--- src/design/axi_wr_pkg.sv ---
/*
 * shared widths, response codes and enums for the write-side switch
 * slave_sel_e values equal the top two address bits, 00 is unmapped
 */

package axi_wr_pkg;

    // AXI write channel field types
    typedef logic [7:0] len_t;
    typedef logic [2:0] size_t;
    typedef logic [1:0] burst_t;
    typedef logic [1:0] resp_t;

    // response codes
    localparam resp_t RESP_OKAY   = 2'b00;
    localparam resp_t RESP_DECERR = 2'b11;

    // route, encoded as the address region
    typedef enum logic [1:0] {
        SEL_NONE = 2'b00,
        SEL_S0   = 2'b01,
        SEL_S1   = 2'b10,
        SEL_S2   = 2'b11
    } slave_sel_e;

    // controller phases of one write
    typedef enum logic [1:0] {
        ST_ADDR = 2'b00,
        ST_DATA = 2'b01,
        ST_RESP = 2'b10
    } route_state_e;

endpackage

--- src/design/aw_router.sv ---
/*
 * write address fan-out to three slaves
 * unselected slaves see valid low and zero payload
 * an unmapped address is accepted here, awready follows awvalid
 */
`timescale 1ns/1ns

module aw_router #(
    parameter ADDR_WIDTH = 32,
    parameter ID_WIDTH   = 4
) (
    input  logic                   sys_clk,
    input  logic                   rst,
    // upstream master
    input  logic [ID_WIDTH-1:0]    awid,
    input  logic [ADDR_WIDTH-1:0]  awaddr,
    input  axi_wr_pkg::len_t       awlen,
    input  axi_wr_pkg::size_t      awsize,
    input  axi_wr_pkg::burst_t     awburst,
    input  logic                   awvalid,
    output logic                   awready,
    // slave 0
    output logic [ID_WIDTH-1:0]    s0_awid,
    output logic [ADDR_WIDTH-1:0]  s0_awaddr,
    output axi_wr_pkg::len_t       s0_awlen,
    output axi_wr_pkg::size_t      s0_awsize,
    output axi_wr_pkg::burst_t     s0_awburst,
    output logic                   s0_awvalid,
    input  logic                   s0_awready,
    // slave 1
    output logic [ID_WIDTH-1:0]    s1_awid,
    output logic [ADDR_WIDTH-1:0]  s1_awaddr,
    output axi_wr_pkg::len_t       s1_awlen,
    output axi_wr_pkg::size_t      s1_awsize,
    output axi_wr_pkg::burst_t     s1_awburst,
    output logic                   s1_awvalid,
    input  logic                   s1_awready,
    // slave 2
    output logic [ID_WIDTH-1:0]    s2_awid,
    output logic [ADDR_WIDTH-1:0]  s2_awaddr,
    output axi_wr_pkg::len_t       s2_awlen,
    output axi_wr_pkg::size_t      s2_awsize,
    output axi_wr_pkg::burst_t     s2_awburst,
    output logic                   s2_awvalid,
    input  logic                   s2_awready,
    // controller
    input  axi_wr_pkg::slave_sel_e aw_sel,
    input  logic                   addr_phase,
    output logic                   aw_fire
);

    localparam int AW_W = ID_WIDTH + ADDR_WIDTH + $bits(axi_wr_pkg::len_t)
                        + $bits(axi_wr_pkg::size_t) + $bits(axi_wr_pkg::burst_t) + 1;

    logic [AW_W-1:0] aw_bus;

    assign aw_bus = {awid, awaddr, awlen, awsize, awburst, awvalid};

    // payload and valid go to the selected slave only
    assign {s0_awid, s0_awaddr, s0_awlen, s0_awsize, s0_awburst, s0_awvalid} =
        (addr_phase && aw_sel == axi_wr_pkg::SEL_S0) ? aw_bus : '0;
    assign {s1_awid, s1_awaddr, s1_awlen, s1_awsize, s1_awburst, s1_awvalid} =
        (addr_phase && aw_sel == axi_wr_pkg::SEL_S1) ? aw_bus : '0;
    assign {s2_awid, s2_awaddr, s2_awlen, s2_awsize, s2_awburst, s2_awvalid} =
        (addr_phase && aw_sel == axi_wr_pkg::SEL_S2) ? aw_bus : '0;

    always_comb begin
        awready = 1'b0;
        if (addr_phase) begin
            case (aw_sel)
                axi_wr_pkg::SEL_S0: awready = s0_awready;
                axi_wr_pkg::SEL_S1: awready = s1_awready;
                axi_wr_pkg::SEL_S2: awready = s2_awready;
                // unmapped, take it so the data can be sunk
                default:            awready = awvalid;
            endcase
        end
    end

    assign aw_fire = awvalid && awready;

    aw_valid_onehot: assert property (
        @(posedge sys_clk) disable iff (rst)
        $onehot0({s0_awvalid, s1_awvalid, s2_awvalid})
    );

endmodule

--- src/design/b_mux.sv ---
/*
 * write response return from the routed slave
 * an unmapped write is answered with DECERR and the latched awid
 */
`timescale 1ns/1ns

module b_mux #(
    parameter ID_WIDTH = 4
) (
    input  logic                   sys_clk,
    input  logic                   rst,
    // upstream master
    output logic [ID_WIDTH-1:0]    bid,
    output axi_wr_pkg::resp_t      bresp,
    output logic                   bvalid,
    input  logic                   bready,
    // slaves
    input  logic [ID_WIDTH-1:0]    s0_bid,
    input  axi_wr_pkg::resp_t      s0_bresp,
    input  logic                   s0_bvalid,
    output logic                   s0_bready,
    input  logic [ID_WIDTH-1:0]    s1_bid,
    input  axi_wr_pkg::resp_t      s1_bresp,
    input  logic                   s1_bvalid,
    output logic                   s1_bready,
    input  logic [ID_WIDTH-1:0]    s2_bid,
    input  axi_wr_pkg::resp_t      s2_bresp,
    input  logic                   s2_bvalid,
    output logic                   s2_bready,
    // controller
    input  axi_wr_pkg::slave_sel_e route,
    input  logic                   resp_phase,
    input  logic [ID_WIDTH-1:0]    awid_q,
    output logic                   b_fire
);

    always_comb begin
        bid       = '0;
        bresp     = axi_wr_pkg::RESP_OKAY;
        bvalid    = 1'b0;
        s0_bready = 1'b0;
        s1_bready = 1'b0;
        s2_bready = 1'b0;
        if (resp_phase) begin
            case (route)
                axi_wr_pkg::SEL_S0: begin
                    bid       = s0_bid;
                    bresp     = s0_bresp;
                    bvalid    = s0_bvalid;
                    s0_bready = bready;
                end
                axi_wr_pkg::SEL_S1: begin
                    bid       = s1_bid;
                    bresp     = s1_bresp;
                    bvalid    = s1_bvalid;
                    s1_bready = bready;
                end
                axi_wr_pkg::SEL_S2: begin
                    bid       = s2_bid;
                    bresp     = s2_bresp;
                    bvalid    = s2_bvalid;
                    s2_bready = bready;
                end
                // unmapped, the switch answers itself
                default: begin
                    bid    = awid_q;
                    bresp  = axi_wr_pkg::RESP_DECERR;
                    bvalid = 1'b1;
                end
            endcase
        end
    end

    assign b_fire = bvalid && bready;

    // controller must leave the response phase right after the handshake
    b_ends_write: assert property (
        @(posedge sys_clk) disable iff (rst)
        b_fire |=> !resp_phase
    );

endmodule

--- src/design/slave_switch_w.sv ---
/*
 * write-side slave switch, one master to three slaves
 * region 01, 10, 11 of the top address bits map to slave 0, 1, 2
 * region 00 is accepted, its data sunk and answered with DECERR
 * one burst in flight, no read channels
 */
`timescale 1ns/1ns

module slave_switch_w #(
    parameter DATA_WIDTH = 32,
    parameter ADDR_WIDTH = 32,
    parameter ID_WIDTH   = 4
) (
    input  logic                    sys_clk,
    input  logic                    rst,
    // ------------------------------
    // upstream master
    // ------------------------------
    input  logic [ID_WIDTH-1:0]     awid,
    input  logic [ADDR_WIDTH-1:0]   awaddr,
    input  axi_wr_pkg::len_t        awlen,
    input  axi_wr_pkg::size_t       awsize,
    input  axi_wr_pkg::burst_t      awburst,
    input  logic                    awvalid,
    output logic                    awready,
    input  logic [ID_WIDTH-1:0]     wid,
    input  logic [DATA_WIDTH-1:0]   wdata,
    input  logic [DATA_WIDTH/8-1:0] wstrb,
    input  logic                    wlast,
    input  logic                    wvalid,
    output logic                    wready,
    output logic [ID_WIDTH-1:0]     bid,
    output axi_wr_pkg::resp_t       bresp,
    output logic                    bvalid,
    input  logic                    bready,
    // ------------------------------
    // slave 0
    // ------------------------------
    output logic [ID_WIDTH-1:0]     s0_awid,
    output logic [ADDR_WIDTH-1:0]   s0_awaddr,
    output axi_wr_pkg::len_t        s0_awlen,
    output axi_wr_pkg::size_t       s0_awsize,
    output axi_wr_pkg::burst_t      s0_awburst,
    output logic                    s0_awvalid,
    input  logic                    s0_awready,
    output logic [ID_WIDTH-1:0]     s0_wid,
    output logic [DATA_WIDTH-1:0]   s0_wdata,
    output logic [DATA_WIDTH/8-1:0] s0_wstrb,
    output logic                    s0_wlast,
    output logic                    s0_wvalid,
    input  logic                    s0_wready,
    input  logic [ID_WIDTH-1:0]     s0_bid,
    input  axi_wr_pkg::resp_t       s0_bresp,
    input  logic                    s0_bvalid,
    output logic                    s0_bready,
    // ------------------------------
    // slave 1
    // ------------------------------
    output logic [ID_WIDTH-1:0]     s1_awid,
    output logic [ADDR_WIDTH-1:0]   s1_awaddr,
    output axi_wr_pkg::len_t        s1_awlen,
    output axi_wr_pkg::size_t       s1_awsize,
    output axi_wr_pkg::burst_t      s1_awburst,
    output logic                    s1_awvalid,
    input  logic                    s1_awready,
    output logic [ID_WIDTH-1:0]     s1_wid,
    output logic [DATA_WIDTH-1:0]   s1_wdata,
    output logic [DATA_WIDTH/8-1:0] s1_wstrb,
    output logic                    s1_wlast,
    output logic                    s1_wvalid,
    input  logic                    s1_wready,
    input  logic [ID_WIDTH-1:0]     s1_bid,
    input  axi_wr_pkg::resp_t       s1_bresp,
    input  logic                    s1_bvalid,
    output logic                    s1_bready,
    // ------------------------------
    // slave 2
    // ------------------------------
    output logic [ID_WIDTH-1:0]     s2_awid,
    output logic [ADDR_WIDTH-1:0]   s2_awaddr,
    output axi_wr_pkg::len_t        s2_awlen,
    output axi_wr_pkg::size_t       s2_awsize,
    output axi_wr_pkg::burst_t      s2_awburst,
    output logic                    s2_awvalid,
    input  logic                    s2_awready,
    output logic [ID_WIDTH-1:0]     s2_wid,
    output logic [DATA_WIDTH-1:0]   s2_wdata,
    output logic [DATA_WIDTH/8-1:0] s2_wstrb,
    output logic                    s2_wlast,
    output logic                    s2_wvalid,
    input  logic                    s2_wready,
    input  logic [ID_WIDTH-1:0]     s2_bid,
    input  axi_wr_pkg::resp_t       s2_bresp,
    input  logic                    s2_bvalid,
    output logic                    s2_bready
);

    // controller to router wires
    axi_wr_pkg::slave_sel_e aw_sel;
    axi_wr_pkg::slave_sel_e route;
    logic                   addr_phase;
    logic                   data_phase;
    logic                   resp_phase;
    logic [ID_WIDTH-1:0]    awid_q;
    // handshake completions back to the controller
    logic                   aw_fire;
    logic                   w_last_fire;
    logic                   b_fire;

    // port names match across the tree, so connect by name
    wr_route_ctrl #(
        .ADDR_WIDTH (ADDR_WIDTH),
        .ID_WIDTH   (ID_WIDTH)
    ) u_ctrl (.*);

    aw_router #(
        .ADDR_WIDTH (ADDR_WIDTH),
        .ID_WIDTH   (ID_WIDTH)
    ) u_aw (.*);

    w_router #(
        .DATA_WIDTH (DATA_WIDTH),
        .ID_WIDTH   (ID_WIDTH)
    ) u_w (.*);

    b_mux #(
        .ID_WIDTH (ID_WIDTH)
    ) u_b (.*);

endmodule

--- src/design/w_router.sv ---
/*
 * write data fan-out to the routed slave
 * beats of an unmapped write are sunk with wready held high
 * wid is forwarded only, no interleaving is supported
 */
`timescale 1ns/1ns

module w_router #(
    parameter DATA_WIDTH = 32,
    parameter ID_WIDTH   = 4
) (
    input  logic                    sys_clk,
    input  logic                    rst,
    // upstream master
    input  logic [ID_WIDTH-1:0]     wid,
    input  logic [DATA_WIDTH-1:0]   wdata,
    input  logic [DATA_WIDTH/8-1:0] wstrb,
    input  logic                    wlast,
    input  logic                    wvalid,
    output logic                    wready,
    // slave 0
    output logic [ID_WIDTH-1:0]     s0_wid,
    output logic [DATA_WIDTH-1:0]   s0_wdata,
    output logic [DATA_WIDTH/8-1:0] s0_wstrb,
    output logic                    s0_wlast,
    output logic                    s0_wvalid,
    input  logic                    s0_wready,
    // slave 1
    output logic [ID_WIDTH-1:0]     s1_wid,
    output logic [DATA_WIDTH-1:0]   s1_wdata,
    output logic [DATA_WIDTH/8-1:0] s1_wstrb,
    output logic                    s1_wlast,
    output logic                    s1_wvalid,
    input  logic                    s1_wready,
    // slave 2
    output logic [ID_WIDTH-1:0]     s2_wid,
    output logic [DATA_WIDTH-1:0]   s2_wdata,
    output logic [DATA_WIDTH/8-1:0] s2_wstrb,
    output logic                    s2_wlast,
    output logic                    s2_wvalid,
    input  logic                    s2_wready,
    // controller
    input  axi_wr_pkg::slave_sel_e  route,
    input  logic                    data_phase,
    output logic                    w_last_fire
);

    localparam int STRB_WIDTH = DATA_WIDTH / 8;
    localparam int W_W        = ID_WIDTH + DATA_WIDTH + STRB_WIDTH + 2;

    logic [W_W-1:0] w_bus;

    assign w_bus = {wid, wdata, wstrb, wlast, wvalid};

    assign {s0_wid, s0_wdata, s0_wstrb, s0_wlast, s0_wvalid} =
        (data_phase && route == axi_wr_pkg::SEL_S0) ? w_bus : '0;
    assign {s1_wid, s1_wdata, s1_wstrb, s1_wlast, s1_wvalid} =
        (data_phase && route == axi_wr_pkg::SEL_S1) ? w_bus : '0;
    assign {s2_wid, s2_wdata, s2_wstrb, s2_wlast, s2_wvalid} =
        (data_phase && route == axi_wr_pkg::SEL_S2) ? w_bus : '0;

    always_comb begin
        wready = 1'b0;
        if (data_phase) begin
            case (route)
                axi_wr_pkg::SEL_S0: wready = s0_wready;
                axi_wr_pkg::SEL_S1: wready = s1_wready;
                axi_wr_pkg::SEL_S2: wready = s2_wready;
                default:            wready = 1'b1;
            endcase
        end
    end

    // end of burst hands over to the response phase
    assign w_last_fire = wvalid && wready && wlast;

    w_valid_in_data: assert property (
        @(posedge sys_clk) disable iff (rst)
        !data_phase |-> !(s0_wvalid || s1_wvalid || s2_wvalid)
    );

endmodule

--- src/design/wr_route_ctrl.sv ---
/*
 * routing controller, one write burst in flight at a time
 * a new address is held off until the previous B handshake
 * the route and awid are latched on the AW handshake
 */
`timescale 1ns/1ns

module wr_route_ctrl #(
    parameter ADDR_WIDTH = 32,
    parameter ID_WIDTH   = 4
) (
    input  logic                   sys_clk,
    input  logic                   rst,
    input  logic [ADDR_WIDTH-1:0]  awaddr,
    input  logic [ID_WIDTH-1:0]    awid,
    input  logic                   aw_fire,
    input  logic                   w_last_fire,
    input  logic                   b_fire,
    output axi_wr_pkg::slave_sel_e aw_sel,
    output logic                   addr_phase,
    output axi_wr_pkg::slave_sel_e route,
    output logic [ID_WIDTH-1:0]    awid_q,
    output logic                   data_phase,
    output logic                   resp_phase
);

    axi_wr_pkg::route_state_e state;
    axi_wr_pkg::route_state_e state_nxt;

    assign addr_phase = (state == axi_wr_pkg::ST_ADDR);
    assign data_phase = (state == axi_wr_pkg::ST_DATA);
    assign resp_phase = (state == axi_wr_pkg::ST_RESP);

    // region decode, only offered to the AW router while idle
    assign aw_sel = addr_phase ? axi_wr_pkg::slave_sel_e'(awaddr[ADDR_WIDTH-1 -: 2])
                               : axi_wr_pkg::SEL_NONE;

    // ------------------------------
    // phase sequencing
    // ------------------------------
    always_comb begin
        state_nxt = state;
        case (state)
            axi_wr_pkg::ST_ADDR: begin
                if (aw_fire) begin
                    state_nxt = axi_wr_pkg::ST_DATA;
                end
            end
            axi_wr_pkg::ST_DATA: begin
                if (w_last_fire) begin
                    state_nxt = axi_wr_pkg::ST_RESP;
                end
            end
            axi_wr_pkg::ST_RESP: begin
                if (b_fire) begin
                    state_nxt = axi_wr_pkg::ST_ADDR;
                end
            end
            default: begin
                state_nxt = axi_wr_pkg::ST_ADDR;
            end
        endcase
    end

    always_ff @(posedge sys_clk) begin
        if (rst) begin
            state <= axi_wr_pkg::ST_ADDR;
            route <= axi_wr_pkg::SEL_NONE;
        end else begin
            state <= state_nxt;
            if (aw_fire) begin
                route <= aw_sel;
            end
        end
    end

    // id for the decode-error answer
    always_ff @(posedge sys_clk) begin
        if (aw_fire) begin
            awid_q <= awid;
        end
    end

    // the AW router must only complete a handshake while idle
    aw_only_in_addr: assert property (
        @(posedge sys_clk) disable iff (rst)
        aw_fire |-> state == axi_wr_pkg::ST_ADDR
    );

endmodule

--- config.mk ---
export PLATFORM = sky130hd
export DESIGN_NAME = slave_switch_w
export DESIGN_NICKNAME = d
export VERILOG_FILES = /design/src/design/axi_wr_pkg.sv /design/src/design/aw_router.sv /design/src/design/b_mux.sv /design/src/design/slave_switch_w.sv /design/src/design/w_router.sv /design/src/design/wr_route_ctrl.sv
export SDC_FILE = /design/constraint.sdc
export NUM_CORES = 1
export LEC_CHECK = 0
export BUFFER_PORTS_ARGS = -buffer_cell sky130_fd_sc_hd__buf_2
export CORE_AREA = 2 2 159 161
export CTS_BUF_LIST = sky130_fd_sc_hd__clkbuf_8
export DETAILED_ROUTE_END_ITERATION = 10
export DIE_AREA = 0 0 161 163
export HOLD_SLACK_MARGIN = 0.06
export PLACE_DENSITY_LB_ADDON = 0.1
export SYNTH_ARGS = -nofsm -noshare
export SYNTH_HDL_FRONTEND = slang
export SYNTH_SLANG_ARGS = --single-unit
--- constraint.sdc ---
create_clock -name sys_clk -period 4.9 [get_ports sys_clk]
set_clock_uncertainty 0.15 [all_clocks]
set_input_delay 0.49 -clock sys_clk [delete_from_list [all_inputs] [get_ports sys_clk]]
set_output_delay 0.49 -clock sys_clk [all_outputs]
set_load 0.1 [all_outputs]
==> impl_metrics.env, run 1 <==
export IMPL_outcome="finished clean"
export IMPL_worstSetupStartpointType="flip-flop"
export IMPL_nets=879
export IMPL_synth_top_area_cell="and2_1"
export IMPL_final_common_cell="buf_2"
export IMPL_grt_pass1_wl_um=19870
export IMPL_peakVddDrop_mv=0.08865
export IMPL_worstPathArrival_ns=2.38
export IMPL_slew_headroom_pct=55.11
export IMPL_initial_core_util_pct=10.15
export IMPL_whs_path_depth=1
export IMPL_drt_wl_total_um=14060
export IMPL_power_density_mw_per_mm2=181.8
export IMPL_cts_root_buf="clkbuf_8"
export IMPL_max_freq_ghz=0.3307
export IMPL_min_to="u_ctrl.awid_q[0]"
export IMPL_cts_buffer_depth=2
export IMPL_via_per_inst=3.505
export IMPL_cts_made_buffers=3
export IMPL_drt_first_pass_iters=4
export IMPL_dp_hpwl_um=11850
export IMPL_crit_reg2reg_launch="u_ctrl.state[0]"
export IMPL_yosysWarnings=0
export IMPL_drive_gt1_share_pct=56.48
export IMPL_endpoint_kind="output port"
export IMPL_period_share_pct=61.70
export IMPL_ys_seq_area_share_pct=7.992
export IMPL_core_area_mm2=0.02467
export IMPL_portBuffers=407
export IMPL_wire_per_inst_um=12.94
export IMPL_finalSetupViolations=0
export IMPL_required_ns=4.26
export IMPL_drtIter0Drc=104
export IMPL_criticalPathCategory="flip-flop to output port"
export IMPL_synth_seq_cells=8
export IMPL_synth_area_leaders="and2_1 68%, edfxtp_1 4.8%, mux4_2 4.5%"
export IMPL_gp_routability_congestion=0.7163
export IMPL_die_area_mm2=0.02624
export IMPL_tritoncts="done"
export IMPL_antenna_found_initial=0
export IMPL_period_minus_slack_ns=3.023
export IMPL_worstMarginPinSlew_ns=0.6725
export IMPL_hold_ws_ns=0.3420
export IMPL_cap_violations=0
export IMPL_setup_tns_ns=0
export IMPL_holdCritStartpoint="awid[0]"
export IMPL_hp_class="input port to flip-flop"
export IMPL_layout_common_cells="407 x buf_2, 273 x and2_1, 8 x nand2b_1"
export IMPL_slew_viol_final=0
export IMPL_drcViolationCount=0
export IMPL_synth_area_mm2=0.002505
export IMPL_grt_pass1_vias=3481
export IMPL_synthAdderAreaFrac_pct=0
export IMPL_synth_top_family_by_area="simple AND/OR/NAND/NOR gates"
export IMPL_synthCells=369
export IMPL_rsz0062_at_grt="no"
export IMPL_via_count=3806
export IMPL_cts_resized=0
export IMPL_grt_max_degree=51
export IMPL_critical_path_startpoint="u_ctrl.route[0]"
export IMPL_holdBufCountCts=0
export IMPL_crit_fanout=42
export IMPL_finalHoldViolCount=0
export IMPL_cts_sinks=8
export IMPL_die_height_um=163
export IMPL_r2r_cells=4
export IMPL_antenna_cells=0
export IMPL_antenna_left=0
export IMPL_postCtsSetupRepairBufs=0
export IMPL_ys_types=27
export IMPL_syn_to_final_growth_pct=97.20
export IMPL_synth_xor_xnor_area_share_pct=0
export IMPL_clock_latency_ns=0.22
export IMPL_synth_simple_area_share_pct=76.42
export IMPL_htree_levels=1
export IMPL_syn_area_per_cell_um2=6.788
export IMPL_grt_total_usage_pct=9.488
export IMPL_row_count=58
export IMPL_fp_dieW_um=161
export IMPL_timing_rr_end="u_ctrl.awid_q[3]"
export IMPL_p_leak_nw=3.116
export IMPL_cts_reportedPaths_clkPinSlew_ns=0.04
export IMPL_synth_top_area_share_pct=68.18
export IMPL_rrSetupSlack_ns=2.68
export IMPL_synthMuxAreaShare_pct=6.893
export IMPL_grt_overflow=0
export IMPL_synth_compound_area_share_pct=3.147
export IMPL_ioPinCount=410
-- through the flow --
| step | util, % | std cells | setup slack [ns] | power, mW | area [um2] |
|---|---|---|---|---|---|
| floorplan | - | 370 | 0.8713 | 0.6708 | 2509 |
| global placement | 19.84 | 1082 | 2.010 | 0.8335 | 4895 |
| detailed placement | 19.84 | 1082 | 2.073 | 0.8281 | 4895 |
| CTS | 20.02 | 1086 | 1.826 | 0.9090 | 4940 |
| global route | 20.02 | 1086 | 1.655 | 0.9356 | 4940 |
| finish | 20.02 | 1086 | 1.877 | 0.8980 | 4940 |
-- worst max path at each step --
stage | to | slack [ns] | depth (start not counted)
after detailed placement | s0_wdata[11] | 2.07 | 5
after global routing | s0_wdata[18] | 1.65 | 5
after floorplan | s2_awaddr[30] | 0.87 | 1
after global placement | s0_wdata[11] | 2.01 | 5
final | s0_wdata[10] | 1.88 | 5
after CTS | s0_wdata[11] | 1.83 | 5
-- area by class of cell --
type                    instances  area (um2)
clock buffers                   3       41.29
clock inverters                 1       3.754
fillers                      2861       19730
inverters                       2       7.507
multi-input cells             329        2192
flip-flops and latches          8       200.2
well taps                     330       412.9
repair buffers                413        2082
-- report_power, final --
| group | internal, mW | switching, mW |
|---|---|---|
| logic | 0.131 | 0.604 |
| clock network | 0.0541 | 0.0241 |
| registers | 0.0754 | 0.00930 |
-- worst max-delay path, cell delays in order (launching register included) --
cell	delay, ns
dfxtp_1	0.74
nand2b_1	0.30
nor2_2	0.16
buf_4	0.32
and2_1	0.18
buf_2	0.42
-- state kept, by name (all words and copies together) (netlist names) --
register       count
u_ctrl.route       2
u_ctrl.awid_q      4
u_ctrl.state       2
-- Yosys cell counts --
cell,n
and2_1,273
buf_4,2
nand4_1,2
nor2b_1,6
nor4bb_4,1
nor2_1,11
a211oi_1,2
clkbuf_1,26
nand2_1,2
edfxtp_1,4
inv_1,2
conb_1,1
o31a_1,1
a21oi_1,2
nand2b_1,8
a21o_1,1
buf_2,1
clkbuf_2,2
a2bb2oi_1,2
o211a_1,1
mux4_2,5
nand3b_1,1
nor4b_2,1
nor4bb_1,1
o311a_1,1
dfxtp_1,4
mux2i_1,6
-- routing by layer --
metal  track usage, %  up-vias  share of wire (%)
met5                0        -                  0
li1                 -     1908                  -
met1            10.15     1648                 37
met3            2.292        6                 10
met4            1.461        0                1.0
met2            19.00      244                 52
-- cells by family (layout without fill, tap and decap cells) --
family	count (synthesis)	count (layout)
buf+inv	33	419
simple gates	306	306
other cells	1	2
flops	8	8
compound gates	10	10
mux	11	11
Power figures use the tool's default switching activity.
==> run 2: changes to the inputs <==
CORE_AREA = 2 2 161 163   (was 2 2 159 161)
DIE_AREA = 0 0 163 165   (was 0 0 161 163)
clock period = 2.67 ns   (was 4.9 ns; I/O delays follow)
==> run 2 against run 1 <==
  * Register-to-register slack worse by 2.1 ns
  * Worst setup slack worse by 1.6 ns
  * Non-clock buffer count grew 1
  * Critical path depth stayed put
  * Sequential share of layout area fell by 1.5 points
  * Die area up 2.5%
  * Clock power up 91%
  * Power up 110%
  * Sequential power rose by 80%
  * Final area up 58%
  * Utilization is 11 points higher
  * Final cell count about the same
  * Critical endpoint is now s1_wdata[31]
  * Largest cell class is now buffers
==> impl_metrics.env, run 2 (synthesis gave the netlist of run 1 again) <==
export IMPL_outcome="finished clean"
export IMPL_crit_reg2reg_launch="u_ctrl.state[1]"
export IMPL_cts_made_buffers=3
export IMPL_grt_pass1_wl_um=23780
export IMPL_rsz0062_at_grt="no"
export IMPL_cts_root_buf="clkbuf_8"
export IMPL_power_density_mw_per_mm2=245.2
export IMPL_via_count=3823
export IMPL_period_share_pct=91.02
export IMPL_largest_reg_flops=4
export IMPL_peakVddDrop_mv=0.1656
export IMPL_die_height_um=165
export IMPL_dp_hpwl_um=14880
export IMPL_crit_fanout=32
export IMPL_multiInputGateArea_mm2=0.002208
export IMPL_row_count=58
export IMPL_criticalPathCategory="flip-flop to output port"
export IMPL_portBuffers=407
export IMPL_seq_area_um2=202.7
export IMPL_stdcell_area_mm2=0.007791
export IMPL_worstSetupStartpointType="flip-flop"
export IMPL_tritoncts="done"
export IMPL_hp_class="input port to flip-flop"
export IMPL_layout_common_cells="273 x and2_1, 223 x buf_2, 189 x buf_12"
export IMPL_pwr_share_comb_pct=84.2
export IMPL_antenna_found_initial=2
export IMPL_drive_gt1_share_pct=57.20
export IMPL_seqPwrFrac_pct=7.9
export IMPL_rrSetupSlack_ns=0.59
export IMPL_period_minus_slack_ns=2.430
export IMPL_die_area_mm2=0.02690
export IMPL_drt_wl_total_um=17000
export IMPL_fillers=2613
export IMPL_syn_to_final_growth_pct=211.0
export IMPL_drt_first_pass_iters=4
export IMPL_drcViolationCount=0
export IMPL_cp_endpoint="s1_wdata[31]"
export IMPL_grt_overflow=0
export IMPL_core_area_mm2=0.02504
export IMPL_r2r_cells=4
export IMPL_p_leak_nw=3.650
export IMPL_final_common_cell="and2_1"
export IMPL_slew_headroom_pct=64.84
export IMPL_clock_latency_ns=0.23
export IMPL_max_freq_ghz=0.4115
export IMPL_gp_routability_congestion=0.7234
export IMPL_antenna_left=0
export IMPL_nets=880
export IMPL_htree_levels=1
export IMPL_worstMarginPinSlew_ns=0.5310
export IMPL_timing_rr_end="u_ctrl.awid_q[0]"
export IMPL_grt_pass1_vias=3689
export IMPL_endpoint_kind="output port"
export IMPL_slew_viol_final=0
export IMPL_cts_sinks=8
export IMPL_finalHoldViolCount=0
export IMPL_drtIter0Drc=140
export IMPL_regMostFlops="u_ctrl.awid_q"
export IMPL_grt_total_usage_pct=11.63
export IMPL_wire_per_inst_um=15.63
export IMPL_swShare_pct=64.21
export IMPL_setup_tns_ns=0
export IMPL_cts_reportedPaths_clkPinSlew_ns=0.04
export IMPL_p_sw_mw=1.226
export IMPL_reg_top3="u_ctrl.awid_q x4, u_ctrl.route x2, u_ctrl.state x2"
export IMPL_cts_buffer_depth=2
export IMPL_critical_path_startpoint="u_ctrl.state[1]"
export IMPL_required_ns=2.25
export IMPL_grt_max_degree=51
export IMPL_dpl_cell_area_mm2=0.007744
export IMPL_fp_dieW_um=163
export IMPL_antenna_cells=0
export IMPL_ioPinCount=410
export IMPL_p_clk_share_pct=7.8
export IMPL_cap_violations=0
export IMPL_initial_core_util_pct=10.00
export IMPL_worstPathArrival_ns=2.01
export IMPL_finalSetupViolations=0
export IMPL_p_int_uw=683.7
export IMPL_via_per_inst=3.517
[run 2: cell types whose count changed in the layout (fill, tap and decap cells not counted)]
cell      before  now
buf_12         0  189
buf_2        407  223
buf_4          6    2
a211oi_1       2    0
a211oi_2       0    2
dfxtp_1        4    2
dfxtp_2        0    2
nor4bb_1       1    0
nor4bb_2       0    1
[run 2: worst min-delay path by stage]
stage | from | to | slack [ns] | cells past startpoint
2_1_floorplan | rst | u_ctrl.state[1] | 0.19 | 1
3_3_place_gp | awid[2] | u_ctrl.awid_q[2] | 0.34 | 1
3_5_place_dp | awid[2] | u_ctrl.awid_q[2] | 0.33 | 1
4_1_cts | awid[2] | u_ctrl.awid_q[2] | 0.1 | 1
5_1_grt | awid[2] | u_ctrl.awid_q[2] | 0.10 | 1
6_report | awid[2] | u_ctrl.awid_q[2] | 0.1 | 1
[run 2: power by group through the flow]
stage	Clock, mW	Combinational, mW	Sequential, mW
4_1_cts	0.154	1.63	0.151
6_report	0.149	1.61	0.152
3_5_place_dp	0	1.63	0.153
5_1_grt	0.163	1.67	0.154
2_1_floorplan	0	1.09	0.146
3_3_place_gp	0	1.64	0.153
[run 2: worst max-delay path, stage by stage (launching register included)]
cell and delay (ns):
dfxtp_1 0.41, nand2b_1 0.28, nor2_2 0.35, buf_4 0.33, and2_1 0.22, buf_12 0.18
[run 2: stage by stage]
step	total power, mW	hold WS, ns	setup WS [ns]	cells	utilization [%]
after floorplan	1.234	0.1861	0.006778	370	-
after global placement	1.788	0.3384	0.3875	1083	30.93
after detailed placement	1.782	0.3320	0.3378	1083	30.93
after CTS	1.936	0.09504	0.08521	1087	31.11
after global routing	1.988	0.1026	0.03652	1087	31.12
final	1.910	0.09738	0.2399	1087	31.12
[run 2: per-layer routing]
metal,track usage [%],part of all wire [%],vias to the layer above
met5,0,0.16,-
met4,0.6034,0.12,4
met2,22.32,52,240
met3,5.073,12,6
li1,-,-,1912
met1,12.25,35,1661
[run 2: area by class of cell]
class                      instances  area share (%)
sequential                         8           2.602
tap                              330           5.300
multi-input combinational        329           28.34
timing repair buffer             414           63.08
clock inverter                     1         0.04818
clock buffer                       3          0.5300
inverter                           2         0.09635
[run 2: timing repair]
item	CTS	global route
endpoints found under the setup margin	0	49
hold buffers	0	0
gates resized for setup	0	2
buffers inserted	0	0
